==> src/hw/isa_pkg.sv <==
`default_nettype none

package isa_pkg;

    typedef logic [31:0] word_t;
    typedef logic [4:0]  reg_idx_t;

    // r-type view of the word; i-type imm is {rd, sa, funct}
    typedef struct packed {
        logic [5:0] opcode;
        reg_idx_t   rs;
        reg_idx_t   rt;
        reg_idx_t   rd;
        logic [4:0] sa;
        logic [5:0] funct;
    } inst_fields_t;

    localparam int IMM_W   = 16;  // offset / immediate
    localparam int INDEX_W = 26;  // j, jal target index

    // opcodes
    localparam logic [5:0] OP_SPECIAL = 6'b00_0000;
    localparam logic [5:0] OP_REGIMM  = 6'b00_0001;
    localparam logic [5:0] OP_J       = 6'b00_0010;
    localparam logic [5:0] OP_JAL     = 6'b00_0011;
    localparam logic [5:0] OP_BEQ     = 6'b00_0100;
    localparam logic [5:0] OP_BNE     = 6'b00_0101;
    localparam logic [5:0] OP_BLEZ    = 6'b00_0110;
    localparam logic [5:0] OP_BGTZ    = 6'b00_0111;
    localparam logic [5:0] OP_ADDI    = 6'b00_1000;
    localparam logic [5:0] OP_ADDIU   = 6'b00_1001;
    localparam logic [5:0] OP_SLTI    = 6'b00_1010;
    localparam logic [5:0] OP_SLTIU   = 6'b00_1011;
    localparam logic [5:0] OP_ANDI    = 6'b00_1100;
    localparam logic [5:0] OP_ORI     = 6'b00_1101;
    localparam logic [5:0] OP_XORI    = 6'b00_1110;
    localparam logic [5:0] OP_LUI     = 6'b00_1111;
    localparam logic [5:0] OP_LB      = 6'b10_0000;
    localparam logic [5:0] OP_LH      = 6'b10_0001;
    localparam logic [5:0] OP_LW      = 6'b10_0011;
    localparam logic [5:0] OP_LBU     = 6'b10_0100;
    localparam logic [5:0] OP_LHU     = 6'b10_0101;
    localparam logic [5:0] OP_SB      = 6'b10_1000;
    localparam logic [5:0] OP_SH      = 6'b10_1001;
    localparam logic [5:0] OP_SW      = 6'b10_1011;

    // funct codes under OP_SPECIAL
    localparam logic [5:0] FN_SLL  = 6'b00_0000;
    localparam logic [5:0] FN_SRL  = 6'b00_0010;
    localparam logic [5:0] FN_SRA  = 6'b00_0011;
    localparam logic [5:0] FN_SLLV = 6'b00_0100;
    localparam logic [5:0] FN_SRLV = 6'b00_0110;
    localparam logic [5:0] FN_SRAV = 6'b00_0111;
    localparam logic [5:0] FN_JR   = 6'b00_1000;
    localparam logic [5:0] FN_JALR = 6'b00_1001;
    localparam logic [5:0] FN_ADD  = 6'b10_0000;
    localparam logic [5:0] FN_ADDU = 6'b10_0001;
    localparam logic [5:0] FN_SUB  = 6'b10_0010;
    localparam logic [5:0] FN_SUBU = 6'b10_0011;
    localparam logic [5:0] FN_AND  = 6'b10_0100;
    localparam logic [5:0] FN_OR   = 6'b10_0101;
    localparam logic [5:0] FN_XOR  = 6'b10_0110;
    localparam logic [5:0] FN_NOR  = 6'b10_0111;
    localparam logic [5:0] FN_SLT  = 6'b10_1010;
    localparam logic [5:0] FN_SLTU = 6'b10_1011;

    // rt field under OP_REGIMM
    localparam logic [4:0] RT_BLTZ   = 5'b0_0000;
    localparam logic [4:0] RT_BGEZ   = 5'b0_0001;
    localparam logic [4:0] RT_BLTZAL = 5'b1_0000;
    localparam logic [4:0] RT_BGEZAL = 5'b1_0001;

    localparam reg_idx_t LINK_REG    = 5'd31;
    localparam word_t    LINK_OFFSET = 32'd8;  // return address is pc + 8

endpackage

`default_nettype wire

==> src/hw/pipe_pkg.sv <==
`default_nettype none

package pipe_pkg;

    import isa_pkg::*;

    // alu op, one-hot, msb first: add sub slt sltu and nor or xor sll srl sra lui
    typedef logic [11:0] alu_op_t;
    localparam alu_op_t ALU_ADD  = 12'b1000_0000_0000;
    localparam alu_op_t ALU_SUB  = 12'b0100_0000_0000;
    localparam alu_op_t ALU_SLT  = 12'b0010_0000_0000;
    localparam alu_op_t ALU_SLTU = 12'b0001_0000_0000;
    localparam alu_op_t ALU_AND  = 12'b0000_1000_0000;
    localparam alu_op_t ALU_NOR  = 12'b0000_0100_0000;
    localparam alu_op_t ALU_OR   = 12'b0000_0010_0000;
    localparam alu_op_t ALU_XOR  = 12'b0000_0001_0000;
    localparam alu_op_t ALU_SLL  = 12'b0000_0000_1000;
    localparam alu_op_t ALU_SRL  = 12'b0000_0000_0100;
    localparam alu_op_t ALU_SRA  = 12'b0000_0000_0010;
    localparam alu_op_t ALU_LUI  = 12'b0000_0000_0001;

    typedef logic [2:0] src1_sel_t;
    localparam src1_sel_t SRC1_RS = 3'b001;
    localparam src1_sel_t SRC1_PC = 3'b010;
    localparam src1_sel_t SRC1_SA = 3'b100;  // zero-extended shamt

    typedef logic [3:0] src2_sel_t;
    localparam src2_sel_t SRC2_RT    = 4'b0001;
    localparam src2_sel_t SRC2_SIMM  = 4'b0010;
    localparam src2_sel_t SRC2_EIGHT = 4'b0100;
    localparam src2_sel_t SRC2_ZIMM  = 4'b1000;

    // msb first: lb lbu lh lhu lw sb sh sw
    typedef logic [7:0] mem_op_t;
    localparam mem_op_t MEM_LB  = 8'b1000_0000;
    localparam mem_op_t MEM_LBU = 8'b0100_0000;
    localparam mem_op_t MEM_LH  = 8'b0010_0000;
    localparam mem_op_t MEM_LHU = 8'b0001_0000;
    localparam mem_op_t MEM_LW  = 8'b0000_1000;
    localparam mem_op_t MEM_SB  = 8'b0000_0100;
    localparam mem_op_t MEM_SH  = 8'b0000_0010;
    localparam mem_op_t MEM_SW  = 8'b0000_0001;
    localparam mem_op_t MEM_STORES = MEM_SB | MEM_SH | MEM_SW;

    // linking forms share the kind of their plain form
    typedef enum logic [3:0] {
        BR_NONE, BR_BEQ, BR_BNE, BR_BGEZ, BR_BGTZ,
        BR_BLEZ, BR_BLTZ, BR_JIDX, BR_JREG
    } br_kind_t;

    // write-back view of a later stage
    typedef struct packed {
        logic     we;
        reg_idx_t waddr;
        word_t    wdata;
    } fwd_t;

    typedef struct packed {
        alu_op_t   alu_op;
        src1_sel_t src1_sel;
        src2_sel_t src2_sel;
        mem_op_t   mem_op;
        logic      data_ram_en;
        logic [3:0] data_ram_wen;
        logic      rf_we;
        reg_idx_t  rf_waddr;
        logic      sel_rf_res;  // 1: result from load data
        br_kind_t  br_kind;
    } ctrl_t;

endpackage

`default_nettype wire

==> src/hw/rf_read_if.sv <==
`default_nettype none

// two combinational read ports of the register file
interface rf_read_if
    import isa_pkg::*;
();
    reg_idx_t raddr1;
    reg_idx_t raddr2;
    word_t    rdata1;
    word_t    rdata2;

    modport client (output raddr1, output raddr2, input rdata1, input rdata2);
    modport server (input raddr1, input raddr2, output rdata1, output rdata2);

endinterface

`default_nettype wire

==> src/hw/branch_unit.sv <==
`default_nettype none

module branch_unit
    import isa_pkg::*;
    import pipe_pkg::*;
(
    input  wire word_t    inst,
    input  wire word_t    id_pc,
    input  wire br_kind_t br_kind,
    input  wire word_t    rdata1,
    input  wire word_t    rdata2,
    output logic          br_e,
    output word_t         br_addr
);

    word_t pc_plus_4;
    word_t br_offset;  // sign-extended, word aligned
    logic  rs_zero;

    assign pc_plus_4 = id_pc + 32'd4;
    assign br_offset = {{(32 - IMM_W - 2){inst[IMM_W-1]}}, inst[IMM_W-1:0], 2'b00};
    assign rs_zero   = (rdata1 == '0);

    always_comb begin
        case (br_kind)
            BR_BEQ:  br_e = (rdata1 == rdata2);
            BR_BNE:  br_e = (rdata1 != rdata2);
            BR_BGEZ: br_e = !rdata1[31];
            BR_BGTZ: br_e = !rdata1[31] && !rs_zero;
            BR_BLEZ: br_e = rdata1[31] || rs_zero;
            BR_BLTZ: br_e = rdata1[31];
            BR_JIDX, BR_JREG: br_e = 1'b1;
            default: br_e = 1'b0;
        endcase
    end

    always_comb begin
        case (br_kind)
            BR_NONE: br_addr = '0;
            BR_JIDX: br_addr = {id_pc[31:28], inst[INDEX_W-1:0], 2'b00};  // same 256M region
            BR_JREG: br_addr = rdata1;
            default: br_addr = pc_plus_4 + br_offset;
        endcase
    end

endmodule

`default_nettype wire

==> src/hw/id_input_reg.sv <==
`default_nettype none

module id_input_reg
    import isa_pkg::*;
(
    input  wire        clk,
    input  wire        rst,
    input  wire        stall_id,
    input  wire        stall_if,
    input  wire        if_ce,
    input  wire word_t if_pc,
    input  wire word_t inst_sram_rdata,
    output word_t      inst,
    output word_t      id_pc
);

    logic  ce;        // slot holds a real fetch
    logic  buf_flag;  // buf_inst valid
    word_t buf_inst;

    always_ff @(posedge clk) begin
        if (rst) begin
            ce       <= 1'b0;
            id_pc    <= '0;
            buf_flag <= 1'b0;
        end else if (!stall_id) begin
            ce       <= if_ce;
            id_pc    <= if_pc;
            buf_flag <= 1'b0;
        end else if (!stall_if) begin
            // only ID held, so push a bubble forward
            ce       <= 1'b0;
            id_pc    <= '0;
            buf_flag <= 1'b0;
        end else if (!buf_flag) begin
            buf_flag <= 1'b1;
        end
    end

    // sram data is only valid for one cycle, keep it across a double stall
    always_ff @(posedge clk) begin
        if (stall_id && stall_if && !buf_flag) begin
            buf_inst <= inst_sram_rdata;
        end
    end

    assign inst = !ce     ? '0
                : buf_flag ? buf_inst
                :            inst_sram_rdata;

endmodule

`default_nettype wire

==> src/hw/id_stage.sv <==
`default_nettype none

module id_stage
    import isa_pkg::*;
    import pipe_pkg::*;
(
    input  wire           clk,
    input  wire           rst,
    input  wire           stall_id,  // stall bus bit 1
    input  wire           stall_if,  // stall bus bit 2
    input  wire           if_ce,
    input  wire word_t    if_pc,
    input  wire word_t    inst_sram_rdata,
    input  wire           ex_ram_read,
    input  wire           ex_rf_we,
    input  wire reg_idx_t ex_rf_waddr,
    input  wire word_t    ex_rf_wdata,
    input  wire           mem_rf_we,
    input  wire reg_idx_t mem_rf_waddr,
    input  wire word_t    mem_rf_wdata,
    input  wire           wb_rf_we,
    input  wire reg_idx_t wb_rf_waddr,
    input  wire word_t    wb_rf_wdata,
    output word_t         id_pc,
    output alu_op_t       alu_op,
    output src1_sel_t     src1_sel,
    output src2_sel_t     src2_sel,
    output mem_op_t       mem_op,
    output logic          data_ram_en,
    output logic [3:0]    data_ram_wen,
    output logic          rf_we,
    output reg_idx_t      rf_waddr,
    output logic          sel_rf_res,
    output word_t         rdata1,
    output word_t         rdata2,
    output logic          br_e,
    output word_t         br_addr,
    output logic          stallreq_for_load
);

    word_t inst;
    ctrl_t ctrl;
    fwd_t  ex_fwd;
    fwd_t  mem_fwd;
    fwd_t  wb_fwd;

    rf_read_if rf_rd ();

    assign ex_fwd  = '{we: ex_rf_we,  waddr: ex_rf_waddr,  wdata: ex_rf_wdata};
    assign mem_fwd = '{we: mem_rf_we, waddr: mem_rf_waddr, wdata: mem_rf_wdata};
    assign wb_fwd  = '{we: wb_rf_we,  waddr: wb_rf_waddr,  wdata: wb_rf_wdata};

    id_input_reg u_input_reg (
        .clk             (clk),
        .rst             (rst),
        .stall_id        (stall_id),
        .stall_if        (stall_if),
        .if_ce           (if_ce),
        .if_pc           (if_pc),
        .inst_sram_rdata (inst_sram_rdata),
        .inst            (inst),
        .id_pc           (id_pc)
    );

    inst_decoder u_decoder (
        .inst (inst),
        .ctrl (ctrl)
    );

    regfile u_regfile (
        .clk (clk),
        .rst (rst),
        .rd  (rf_rd),
        .wb  (wb_fwd)
    );

    operand_fetch u_operand_fetch (
        .inst              (inst),
        .ex                (ex_fwd),
        .mem               (mem_fwd),
        .wb                (wb_fwd),
        .ex_ram_read       (ex_ram_read),
        .rf                (rf_rd),
        .rdata1            (rdata1),
        .rdata2            (rdata2),
        .stallreq_for_load (stallreq_for_load)
    );

    branch_unit u_branch (
        .inst    (inst),
        .id_pc   (id_pc),
        .br_kind (ctrl.br_kind),
        .rdata1  (rdata1),
        .rdata2  (rdata2),
        .br_e    (br_e),
        .br_addr (br_addr)
    );

    // ID-to-EX control fields
    assign alu_op       = ctrl.alu_op;
    assign src1_sel     = ctrl.src1_sel;
    assign src2_sel     = ctrl.src2_sel;
    assign mem_op       = ctrl.mem_op;
    assign data_ram_en  = ctrl.data_ram_en;
    assign data_ram_wen = ctrl.data_ram_wen;
    assign rf_we        = ctrl.rf_we;
    assign rf_waddr     = ctrl.rf_waddr;
    assign sel_rf_res   = ctrl.sel_rf_res;

endmodule

`default_nettype wire

==> src/hw/inst_decoder.sv <==
`default_nettype none

module inst_decoder
    import isa_pkg::*;
    import pipe_pkg::*;
(
    input  wire word_t inst,
    output ctrl_t      ctrl
);

    inst_fields_t f;

    assign f = inst;

    always_comb begin : decode
        logic link;     // pc + 8 into r31
        logic imm_alu;  // i-type alu op, result to rt
        logic zext;     // logical immediates are zero-extended

        ctrl    = '0;
        link    = 1'b0;
        imm_alu = 1'b0;
        zext    = 1'b0;

        case (f.opcode)
            OP_SPECIAL: begin
                ctrl.src1_sel = SRC1_RS;
                ctrl.src2_sel = SRC2_RT;
                ctrl.rf_we    = 1'b1;
                ctrl.rf_waddr = f.rd;
                case (f.funct)
                    FN_ADD, FN_ADDU: ctrl.alu_op = ALU_ADD;
                    FN_SUB, FN_SUBU: ctrl.alu_op = ALU_SUB;
                    FN_SLT:          ctrl.alu_op = ALU_SLT;
                    FN_SLTU:         ctrl.alu_op = ALU_SLTU;
                    FN_AND:          ctrl.alu_op = ALU_AND;
                    FN_OR:           ctrl.alu_op = ALU_OR;
                    FN_XOR:          ctrl.alu_op = ALU_XOR;
                    FN_NOR:          ctrl.alu_op = ALU_NOR;
                    FN_SLLV:         ctrl.alu_op = ALU_SLL;
                    FN_SRLV:         ctrl.alu_op = ALU_SRL;
                    FN_SRAV:         ctrl.alu_op = ALU_SRA;
                    FN_SLL, FN_SRL, FN_SRA: begin
                        // shift amount from the sa field
                        ctrl.src1_sel = SRC1_SA;
                        ctrl.alu_op   = (f.funct == FN_SLL) ? ALU_SLL
                                      : (f.funct == FN_SRL) ? ALU_SRL : ALU_SRA;
                    end
                    FN_JR: begin
                        ctrl         = '0;
                        ctrl.br_kind = BR_JREG;
                    end
                    FN_JALR: begin
                        link         = 1'b1;
                        ctrl.br_kind = BR_JREG;
                    end
                    default: ctrl = '0;
                endcase
            end
            OP_REGIMM: begin
                case (f.rt)
                    RT_BLTZ: ctrl.br_kind = BR_BLTZ;
                    RT_BGEZ: ctrl.br_kind = BR_BGEZ;
                    RT_BLTZAL: begin
                        ctrl.br_kind = BR_BLTZ;
                        link         = 1'b1;
                    end
                    RT_BGEZAL: begin
                        ctrl.br_kind = BR_BGEZ;
                        link         = 1'b1;
                    end
                    default: ;
                endcase
            end
            OP_J: ctrl.br_kind = BR_JIDX;
            OP_JAL: begin
                ctrl.br_kind = BR_JIDX;
                link         = 1'b1;
            end
            OP_BEQ:  ctrl.br_kind = BR_BEQ;
            OP_BNE:  ctrl.br_kind = BR_BNE;
            OP_BLEZ: ctrl.br_kind = BR_BLEZ;
            OP_BGTZ: ctrl.br_kind = BR_BGTZ;
            OP_ADDI, OP_ADDIU: begin
                imm_alu     = 1'b1;
                ctrl.alu_op = ALU_ADD;
            end
            OP_SLTI, OP_SLTIU: begin
                imm_alu     = 1'b1;
                ctrl.alu_op = (f.opcode == OP_SLTI) ? ALU_SLT : ALU_SLTU;
            end
            OP_ANDI, OP_ORI, OP_XORI: begin
                imm_alu     = 1'b1;
                zext        = 1'b1;
                ctrl.alu_op = (f.opcode == OP_ANDI) ? ALU_AND
                            : (f.opcode == OP_ORI)  ? ALU_OR : ALU_XOR;
            end
            OP_LUI: begin
                imm_alu     = 1'b1;
                ctrl.alu_op = ALU_LUI;
            end
            OP_LB:  ctrl.mem_op = MEM_LB;
            OP_LBU: ctrl.mem_op = MEM_LBU;
            OP_LH:  ctrl.mem_op = MEM_LH;
            OP_LHU: ctrl.mem_op = MEM_LHU;
            OP_LW:  ctrl.mem_op = MEM_LW;
            OP_SB:  ctrl.mem_op = MEM_SB;
            OP_SH:  ctrl.mem_op = MEM_SH;
            OP_SW:  ctrl.mem_op = MEM_SW;
            default: ;
        endcase

        if (imm_alu) begin
            ctrl.src1_sel = (ctrl.alu_op == ALU_LUI) ? '0 : SRC1_RS;  // lui has no rs
            ctrl.src2_sel = zext ? SRC2_ZIMM : SRC2_SIMM;
            ctrl.rf_we    = 1'b1;
            ctrl.rf_waddr = f.rt;
        end

        if (ctrl.mem_op != '0) begin
            ctrl.alu_op      = ALU_ADD;  // address is rs + offset
            ctrl.src1_sel    = SRC1_RS;
            ctrl.src2_sel    = SRC2_SIMM;
            ctrl.data_ram_en = 1'b1;
            if ((ctrl.mem_op & MEM_STORES) != '0) begin
                // lane pattern before the address shift in EX
                ctrl.data_ram_wen = (ctrl.mem_op == MEM_SW) ? 4'b1111
                                  : (ctrl.mem_op == MEM_SH) ? 4'b0011 : 4'b0001;
            end else begin
                ctrl.rf_we      = 1'b1;
                ctrl.rf_waddr   = f.rt;
                ctrl.sel_rf_res = 1'b1;
            end
        end

        if (link) begin
            ctrl.alu_op   = ALU_ADD;
            ctrl.src1_sel = SRC1_PC;
            ctrl.src2_sel = SRC2_EIGHT;
            ctrl.rf_we    = 1'b1;
            ctrl.rf_waddr = LINK_REG;
        end

        // all-zero word is an empty slot, not sll r0
        if (inst == '0) begin
            ctrl = '0;
        end
    end

endmodule

`default_nettype wire

==> src/hw/operand_fetch.sv <==
`default_nettype none

module operand_fetch
    import isa_pkg::*;
    import pipe_pkg::*;
(
    input  wire word_t inst,
    input  wire fwd_t  ex,
    input  wire fwd_t  mem,
    input  wire fwd_t  wb,
    input  wire        ex_ram_read,
    rf_read_if.client  rf,
    output word_t      rdata1,
    output word_t      rdata2,
    output logic       stallreq_for_load
);

    inst_fields_t f;

    // youngest writer wins
    function automatic word_t pick(reg_idx_t addr, word_t rf_val);
        if (ex.we && ex.waddr == addr) begin
            return ex.wdata;
        end else if (mem.we && mem.waddr == addr) begin
            return mem.wdata;
        end else if (wb.we && wb.waddr == addr) begin
            return wb.wdata;  // same-cycle write not yet in the array
        end
        return rf_val;
    endfunction

    assign f = inst;

    assign rf.raddr1 = f.rs;
    assign rf.raddr2 = f.rt;

    // pick reads the forwarding buses directly
    always_comb begin
        rdata1 = pick(f.rs, rf.rdata1);
        rdata2 = pick(f.rt, rf.rdata2);
    end

    // load data only exists after MEM, so EX can't forward it
    assign stallreq_for_load = ex_ram_read && ex.we
                             && (ex.waddr == f.rs || ex.waddr == f.rt);

endmodule

`default_nettype wire

==> src/hw/regfile.sv <==
`default_nettype none

module regfile
    import isa_pkg::*;
    import pipe_pkg::*;
(
    input  wire        clk,
    input  wire        rst,
    rf_read_if.server  rd,
    input  wire fwd_t  wb
);

    word_t regs [32];

    always_ff @(posedge clk) begin
        if (rst) begin
            for (int i = 0; i < 32; i++) begin
                regs[i] <= '0;
            end
        end else if (wb.we) begin
            regs[wb.waddr] <= wb.wdata;
        end
    end

    // r0 reads as zero whatever was written there
    assign rd.rdata1 = (rd.raddr1 == '0) ? '0 : regs[rd.raddr1];
    assign rd.rdata2 = (rd.raddr2 == '0) ? '0 : regs[rd.raddr2];

endmodule

`default_nettype wire

==> config.mk <==
export PLATFORM = sky130hd
export DESIGN_NAME = id_stage
export DESIGN_NICKNAME = d
export VERILOG_FILES = /design/src/hw/isa_pkg.sv /design/src/hw/pipe_pkg.sv /design/src/hw/rf_read_if.sv /design/src/hw/branch_unit.sv /design/src/hw/id_input_reg.sv /design/src/hw/id_stage.sv /design/src/hw/inst_decoder.sv /design/src/hw/operand_fetch.sv /design/src/hw/regfile.sv
export SDC_FILE = /design/constraint.sdc
export NUM_CORES = 2
export LEC_CHECK = 0
export BUFFER_PORTS_ARGS = -buffer_cell sky130_fd_sc_hd__buf_2
export CAP_MARGIN = 20
export CORE_MARGIN = 3
export CORE_UTILIZATION = 40
export DETAILED_ROUTE_END_ITERATION = 8
export PLACE_DENSITY = 0.62
export RECOVER_POWER = 25
export SYNTH_ARGS = -nofsm -noshare
export SYNTH_HDL_FRONTEND = slang
export SYNTH_HIERARCHICAL = 1
export SYNTH_SLANG_ARGS = --single-unit
==> constraint.sdc <==
create_clock -name clk -period 5.5 [get_ports clk]
set_input_delay 0.275 -clock clk [delete_from_list [all_inputs] [get_ports clk]]
set_output_delay 0.275 -clock clk [all_outputs]
set_load 0.03 [all_outputs]
==> summary.md <==
| Metric | Value |
|---|---|
| Critical setup path kind | `reg2out` |
| Status | `finished with violations` |
| Largest delay contributor family on the critical path | `multiplexers` |
| Critical Path Fanout Max | `8` |
| Cell count after synthesis | `4,765` |
| Number of library cell types mapped by synthesis | `83` |
| Critical Path Max Stage Delay | `0.57 ns` |
| Largest buffer count on any clock path | `3` |
| Vias after detailed routing | `47.4k` |
| Die width | `405 um` |
| EDFF count, synth | `1,056` |
| Unrepaired setup endpoints after global routing | `true` |
| Detailed placement HPWL | `168,000 um` |
| Crit path depth | `20` |
| Synthesis-to-finish area growth | `18.8%` |
| Most used flip-flop cell after synthesis | `sky130_fd_sc_hd__edfxtp_1` |
| Number of warnings printed during yosys synthesis | `6` |
| TritonCTS clock tree | `built` |
| Starting Density | `40.5%` |
| Final Setup Violations | `1` |
| Placed cells | `7,023` |
| Static leakage power | `26.0 nW` |
| DIE AREA | `164,000 um2` |
| First-pass detailed-route iteration total | `8` |
| Highest-utilization routing layer at the global route stage | `met2` |
| Final Total Pwr | `21.4 mW` |
| Sum of routed wire length over all layers | `254,000 um` |
| Register-to-Register Path Depth | `3` |
| Met3 global-route usage | `9.27%` |
| Mean cell area of the mapped netlist | `13.4 um2` |
| Number of cells on the worst hold path | `2` |
| Worst skew pair latency | `0.76 ns` |
| I/O pin count | `353` |
| Layout net count | `5,472` |
| Routed WL per cell | `34.3 um` |
| Highest Clock Rate | `166 MHz` |
| Number of nets with antenna violations after routing | `0` |
| Global-route total usage across every layer | `29.9%` |
| Hold slack final | `0.0894 ns` |
| Sw power | `5.87 mW` |
| GR Layer Usage met1 | `38.8%` |
| Min-delay worst type | `in2reg` |
| First-pass GRT wire length | `348,000 um` |
| Pins Over Slew Limit | `595` |
| Comb power frac | `15.9%` |
| Clock Tree Root | `sky130_fd_sc_hd__clkbuf_16` |
| Number of port buffers | `352` |
| Flop and latch count out of synthesis | `1,090` |
| Total power divided by cell area | `282 nW/um2` |
| Final number of hold-violating endpoints | `0` |
| Vertical extent of the die | `405 um` |
| Maximum Capacitance Violations | `18` |
| Area of the core | `157,000 um2` |
| Number of nets in the synthesized netlist | `5,007` |
| Share of layout cells above drive strength 1 | `30.9%` |
| Worst Max-Slew Pin Slew | `2.75 ns` |
| Final Wtd Congestion | `1.05` |
| Maximum number of pins on one net before global-route repair | `68` |
| Switching share of power | `27.5%` |
| Critical path buffers and inverters | `5` |
| Startpoint class of the critical path | `register` |
| CP cell instances | `mux2i_2 -> nor2b_4 -> buf_12 -> buf_12 -> buf_16 -> mux4_2 -> mux4_2 -> o22ai_2 -> nor3_1 -> mux2_4 -> xor2_1 -> nor4_2 -> buf_4 -> nand4_1 -> nor2_4 -> a311oi_1 -> a21oi_1 -> a31oi_1 -> o32ai_2 -> buf_4` |
| Starting DRC count in detailed routing | `6,855` |
| Number of fill cells | `13.6k` |
| Kind of capture point of the worst setup path | `output port` |
| Worst rel slew slack | `-83.2%` |
| Clock sinks | `1,090` |
| Max Clock Skew | `0.0350 ns` |
| Required time worst endpoint | `5.22 ns` |
| Register area share after synthesis | `50.8%` |
| Share of total power in sequential cells | `45.9%` |
| Site Rows | `145` |
| Post-route fraction of the period consumed by the critical path | `110%` |
| Worst EP arrival | `5.76 ns` |
| DRC violation count after routing | `0` |
| Post-route insts no fill | `7,393` |
| Worst Slack Setup Final | `-0.531 ns` |
| Depth of the CTS H-tree | `3` |
| Design internal power | `15.5 mW` |
| Remaining Overflow, GRT | `0` |
| Share of synthesized registers carrying an async set or reset | `0%` |
| Slowest library cell on the worst path | `sky130_fd_sc_hd__mux4_2` |
| Total standard cell area after synthesis | `63,700 um2` |
| Proportion of power drawn by the clock network | `38.2%` |
| Worst IR Drop VDD | `0.000276 V` |
| DR vias/cell | `6.41` |
| Number of buffers created by CTS | `117` |
| Clock-pin slew reported for the worst setup and hold paths after clock tree synthesis | `0.06 ns` |
| Violated checks | `max-capacitance violations, max-slew violations, negative setup slack` |
| Vias in the first global route | `45.8k` |
| Minimum period implied by the final worst setup slack | `6.03 ns` |
| Routing usage on met2 | `44.8%` |
| Initial antenna violation count | `22` |
final timing paths:
path                                                          from                              endpoint  slack (ns)
worst max register to register     u_input_reg/buf_flag$_SDFF_PP0_    u_input_reg/buf_inst[17]$_DFFE_PP_        3.51
worst min register to register  u_input_reg/id_pc[26]$_SDFFE_PP0P_    u_input_reg/id_pc[26]$_SDFFE_PP0P_        0.50
worst min-delay path                               wb_rf_wdata[15]  u_regfile/regs[13][15]$_SDFFCE_PN0P_        0.09
worst max-delay path               u_input_reg/buf_flag$_SDFF_PP0_                                  br_e       -0.53
per-stage QoR:
step           area, um2  TNS [ns]  worst slack (ns)  util, %
6_report           75700    -0.531            -0.531     48.1
4_1_cts            74900    -0.343            -0.343     47.6
2_1_floorplan      63700         0             0.341        -
3_3_place_gp       69100    -0.913            -0.913     43.9
3_5_place_dp       69100    -0.877            -0.877     43.9
5_1_grt            75700    -0.542            -0.542     48.1
metal layers:
metal | vias to the layer above | part of all wire [%]
li1 | 19200 | -
met1 | 24000 | 37
met2 | 3521 | 44
met3 | 668 | 13
met4 | 8 | 6.4
met5 | - | 0.021
sequential cells by signal, summed over array words and instances (netlist names):
name,flops
u_regfile/regs,1024
u_input_reg/buf_inst,32
u_input_reg/id_pc,32
u_input_reg/buf_flag,1
u_input_reg/ce,1
cells by family after synthesis:
family	count (synthesis)	synth area share (%)
buf+inv	578	4.24
compound gates	606	6.69
xor+xnor	87	1.21
mux	728	20.8
flops	1090	50.8
fa+ha+maj	59	1.17
simple gates	1617	15.1
area by class of cell:
type	instances	area (um2)	area share, %
Sequential cell	1090	32400	42.8
Antenna cell	8	20.0	0.0264
Timing Repair Buffer	842	6660	8.80
Clock inverter	65	737	0.974
Inverter	82	308	0.407
Clock buffer	151	3160	4.18
Multi-Input combinational cell	3097	29800	39.4
Tap cell	2058	2570	3.40
synth_stat cells, types with 10 or more instances:
master / instances / share of area (%)
sky130_fd_sc_hd__a2111oi_0: 59 / 0.81
sky130_fd_sc_hd__a211oi_1: 10 / 0.12
sky130_fd_sc_hd__a21o_1: 10 / 0.12
sky130_fd_sc_hd__a21oi_1: 80 / 0.63
sky130_fd_sc_hd__a22o_1: 54 / 0.74
sky130_fd_sc_hd__a22oi_1: 43 / 0.51
sky130_fd_sc_hd__a31oi_1: 68 / 0.67
sky130_fd_sc_hd__and2_1: 1031 / 10
sky130_fd_sc_hd__buf_1: 18 / 0.11
sky130_fd_sc_hd__buf_2: 56 / 0.44
sky130_fd_sc_hd__buf_4: 57 / 0.67
sky130_fd_sc_hd__buf_6: 22 / 0.39
sky130_fd_sc_hd__clkbuf_1: 336 / 2.0
sky130_fd_sc_hd__dfxtp_1: 34 / 1.1
sky130_fd_sc_hd__edfxtp_1: 1056 / 50
sky130_fd_sc_hd__ha_1: 57 / 1.1
sky130_fd_sc_hd__inv_1: 82 / 0.48
sky130_fd_sc_hd__mux2_2: 47 / 0.83
sky130_fd_sc_hd__mux2_4: 20 / 0.47
sky130_fd_sc_hd__mux2i_1: 197 / 3.1
sky130_fd_sc_hd__mux4_2: 464 / 16
sky130_fd_sc_hd__nand2_1: 75 / 0.44
sky130_fd_sc_hd__nand2b_1: 42 / 0.41
sky130_fd_sc_hd__nand3_1: 42 / 0.33
sky130_fd_sc_hd__nand4_1: 20 / 0.20
sky130_fd_sc_hd__nor2_1: 86 / 0.51
sky130_fd_sc_hd__nor2b_1: 56 / 0.55
sky130_fd_sc_hd__nor3_1: 130 / 1.0
sky130_fd_sc_hd__nor4_1: 27 / 0.27
sky130_fd_sc_hd__o21ai_0: 59 / 0.46
sky130_fd_sc_hd__o21ai_1: 15 / 0.12
sky130_fd_sc_hd__o221ai_1: 38 / 0.52
sky130_fd_sc_hd__o22ai_1: 107 / 1.1
sky130_fd_sc_hd__or2_2: 37 / 0.36
sky130_fd_sc_hd__or3_1: 31 / 0.30
sky130_fd_sc_hd__xnor2_1: 31 / 0.43
sky130_fd_sc_hd__xor2_1: 55 / 0.76
repair_timing:
| item | 4_1_cts | 5_1_grt |
|---|---|---|
| pin swaps | 15 | 13 |
| setup endpoints to repair | 3 | 4 |
| endpoints found under the hold margin | 65 | 0 |
| hold buffers | 65 | 0 |
| cloned | 8 | 5 |
| setup buffers | 39 | 32 |
| gates resized for setup | 138 | 104 |
layout by cell type, fill, tap and decap left out, types with 19 or more instances in the layout:
cell type,netlist,final
sky130_fd_sc_hd__nand2b_1,42,42
sky130_fd_sc_hd__buf_12,3,52
sky130_fd_sc_hd__o21ai_0,59,58
sky130_fd_sc_hd__nor2_1,86,51
sky130_fd_sc_hd__a22oi_1,43,43
sky130_fd_sc_hd__or2_2,37,31
sky130_fd_sc_hd__nand4_1,20,20
sky130_fd_sc_hd__nor2b_1,56,43
sky130_fd_sc_hd__clkbuf_16,0,126
sky130_fd_sc_hd__mux2i_1,197,193
sky130_fd_sc_hd__inv_1,82,81
sky130_fd_sc_hd__mux2_2,47,42
sky130_fd_sc_hd__clkinv_1,0,19
sky130_fd_sc_hd__nand2_1,75,75
sky130_fd_sc_hd__edfxtp_1,1056,1056
sky130_fd_sc_hd__mux2_4,20,25
sky130_fd_sc_hd__o22ai_1,107,83
sky130_fd_sc_hd__a31oi_1,68,63
sky130_fd_sc_hd__and2_0,0,221
sky130_fd_sc_hd__dlygate4sd3_1,0,65
sky130_fd_sc_hd__nor2_2,1,20
sky130_fd_sc_hd__xor2_1,55,52
sky130_fd_sc_hd__nor3_1,130,122
sky130_fd_sc_hd__o22ai_2,0,19
sky130_fd_sc_hd__o221ai_1,38,21
sky130_fd_sc_hd__clkbuf_1,336,77
sky130_fd_sc_hd__dfxtp_1,34,32
sky130_fd_sc_hd__a21oi_1,80,80
sky130_fd_sc_hd__a2111oi_2,0,23
sky130_fd_sc_hd__a22o_1,54,52
sky130_fd_sc_hd__xnor2_1,31,31
sky130_fd_sc_hd__mux4_2,464,464
sky130_fd_sc_hd__buf_2,56,320
sky130_fd_sc_hd__nand3_1,42,42
sky130_fd_sc_hd__or3_1,31,31
sky130_fd_sc_hd__clkinv_2,0,21
sky130_fd_sc_hd__and2_1,1031,809
sky130_fd_sc_hd__ha_1,57,57
sky130_fd_sc_hd__buf_4,57,316
power groups by stage:
stage                     Combinational (mW)  Clock, mW  Sequential (mW)
final                                   3.39       8.15             9.81
after floorplan                         1.74          0             9.87
after CTS                               3.20       8.20             9.79
after global routing                    3.47       8.52             9.84
after detailed placement                3.03          0             9.96
after global placement                  3.01          0             9.95
Power figures use the tool's default switching activity.
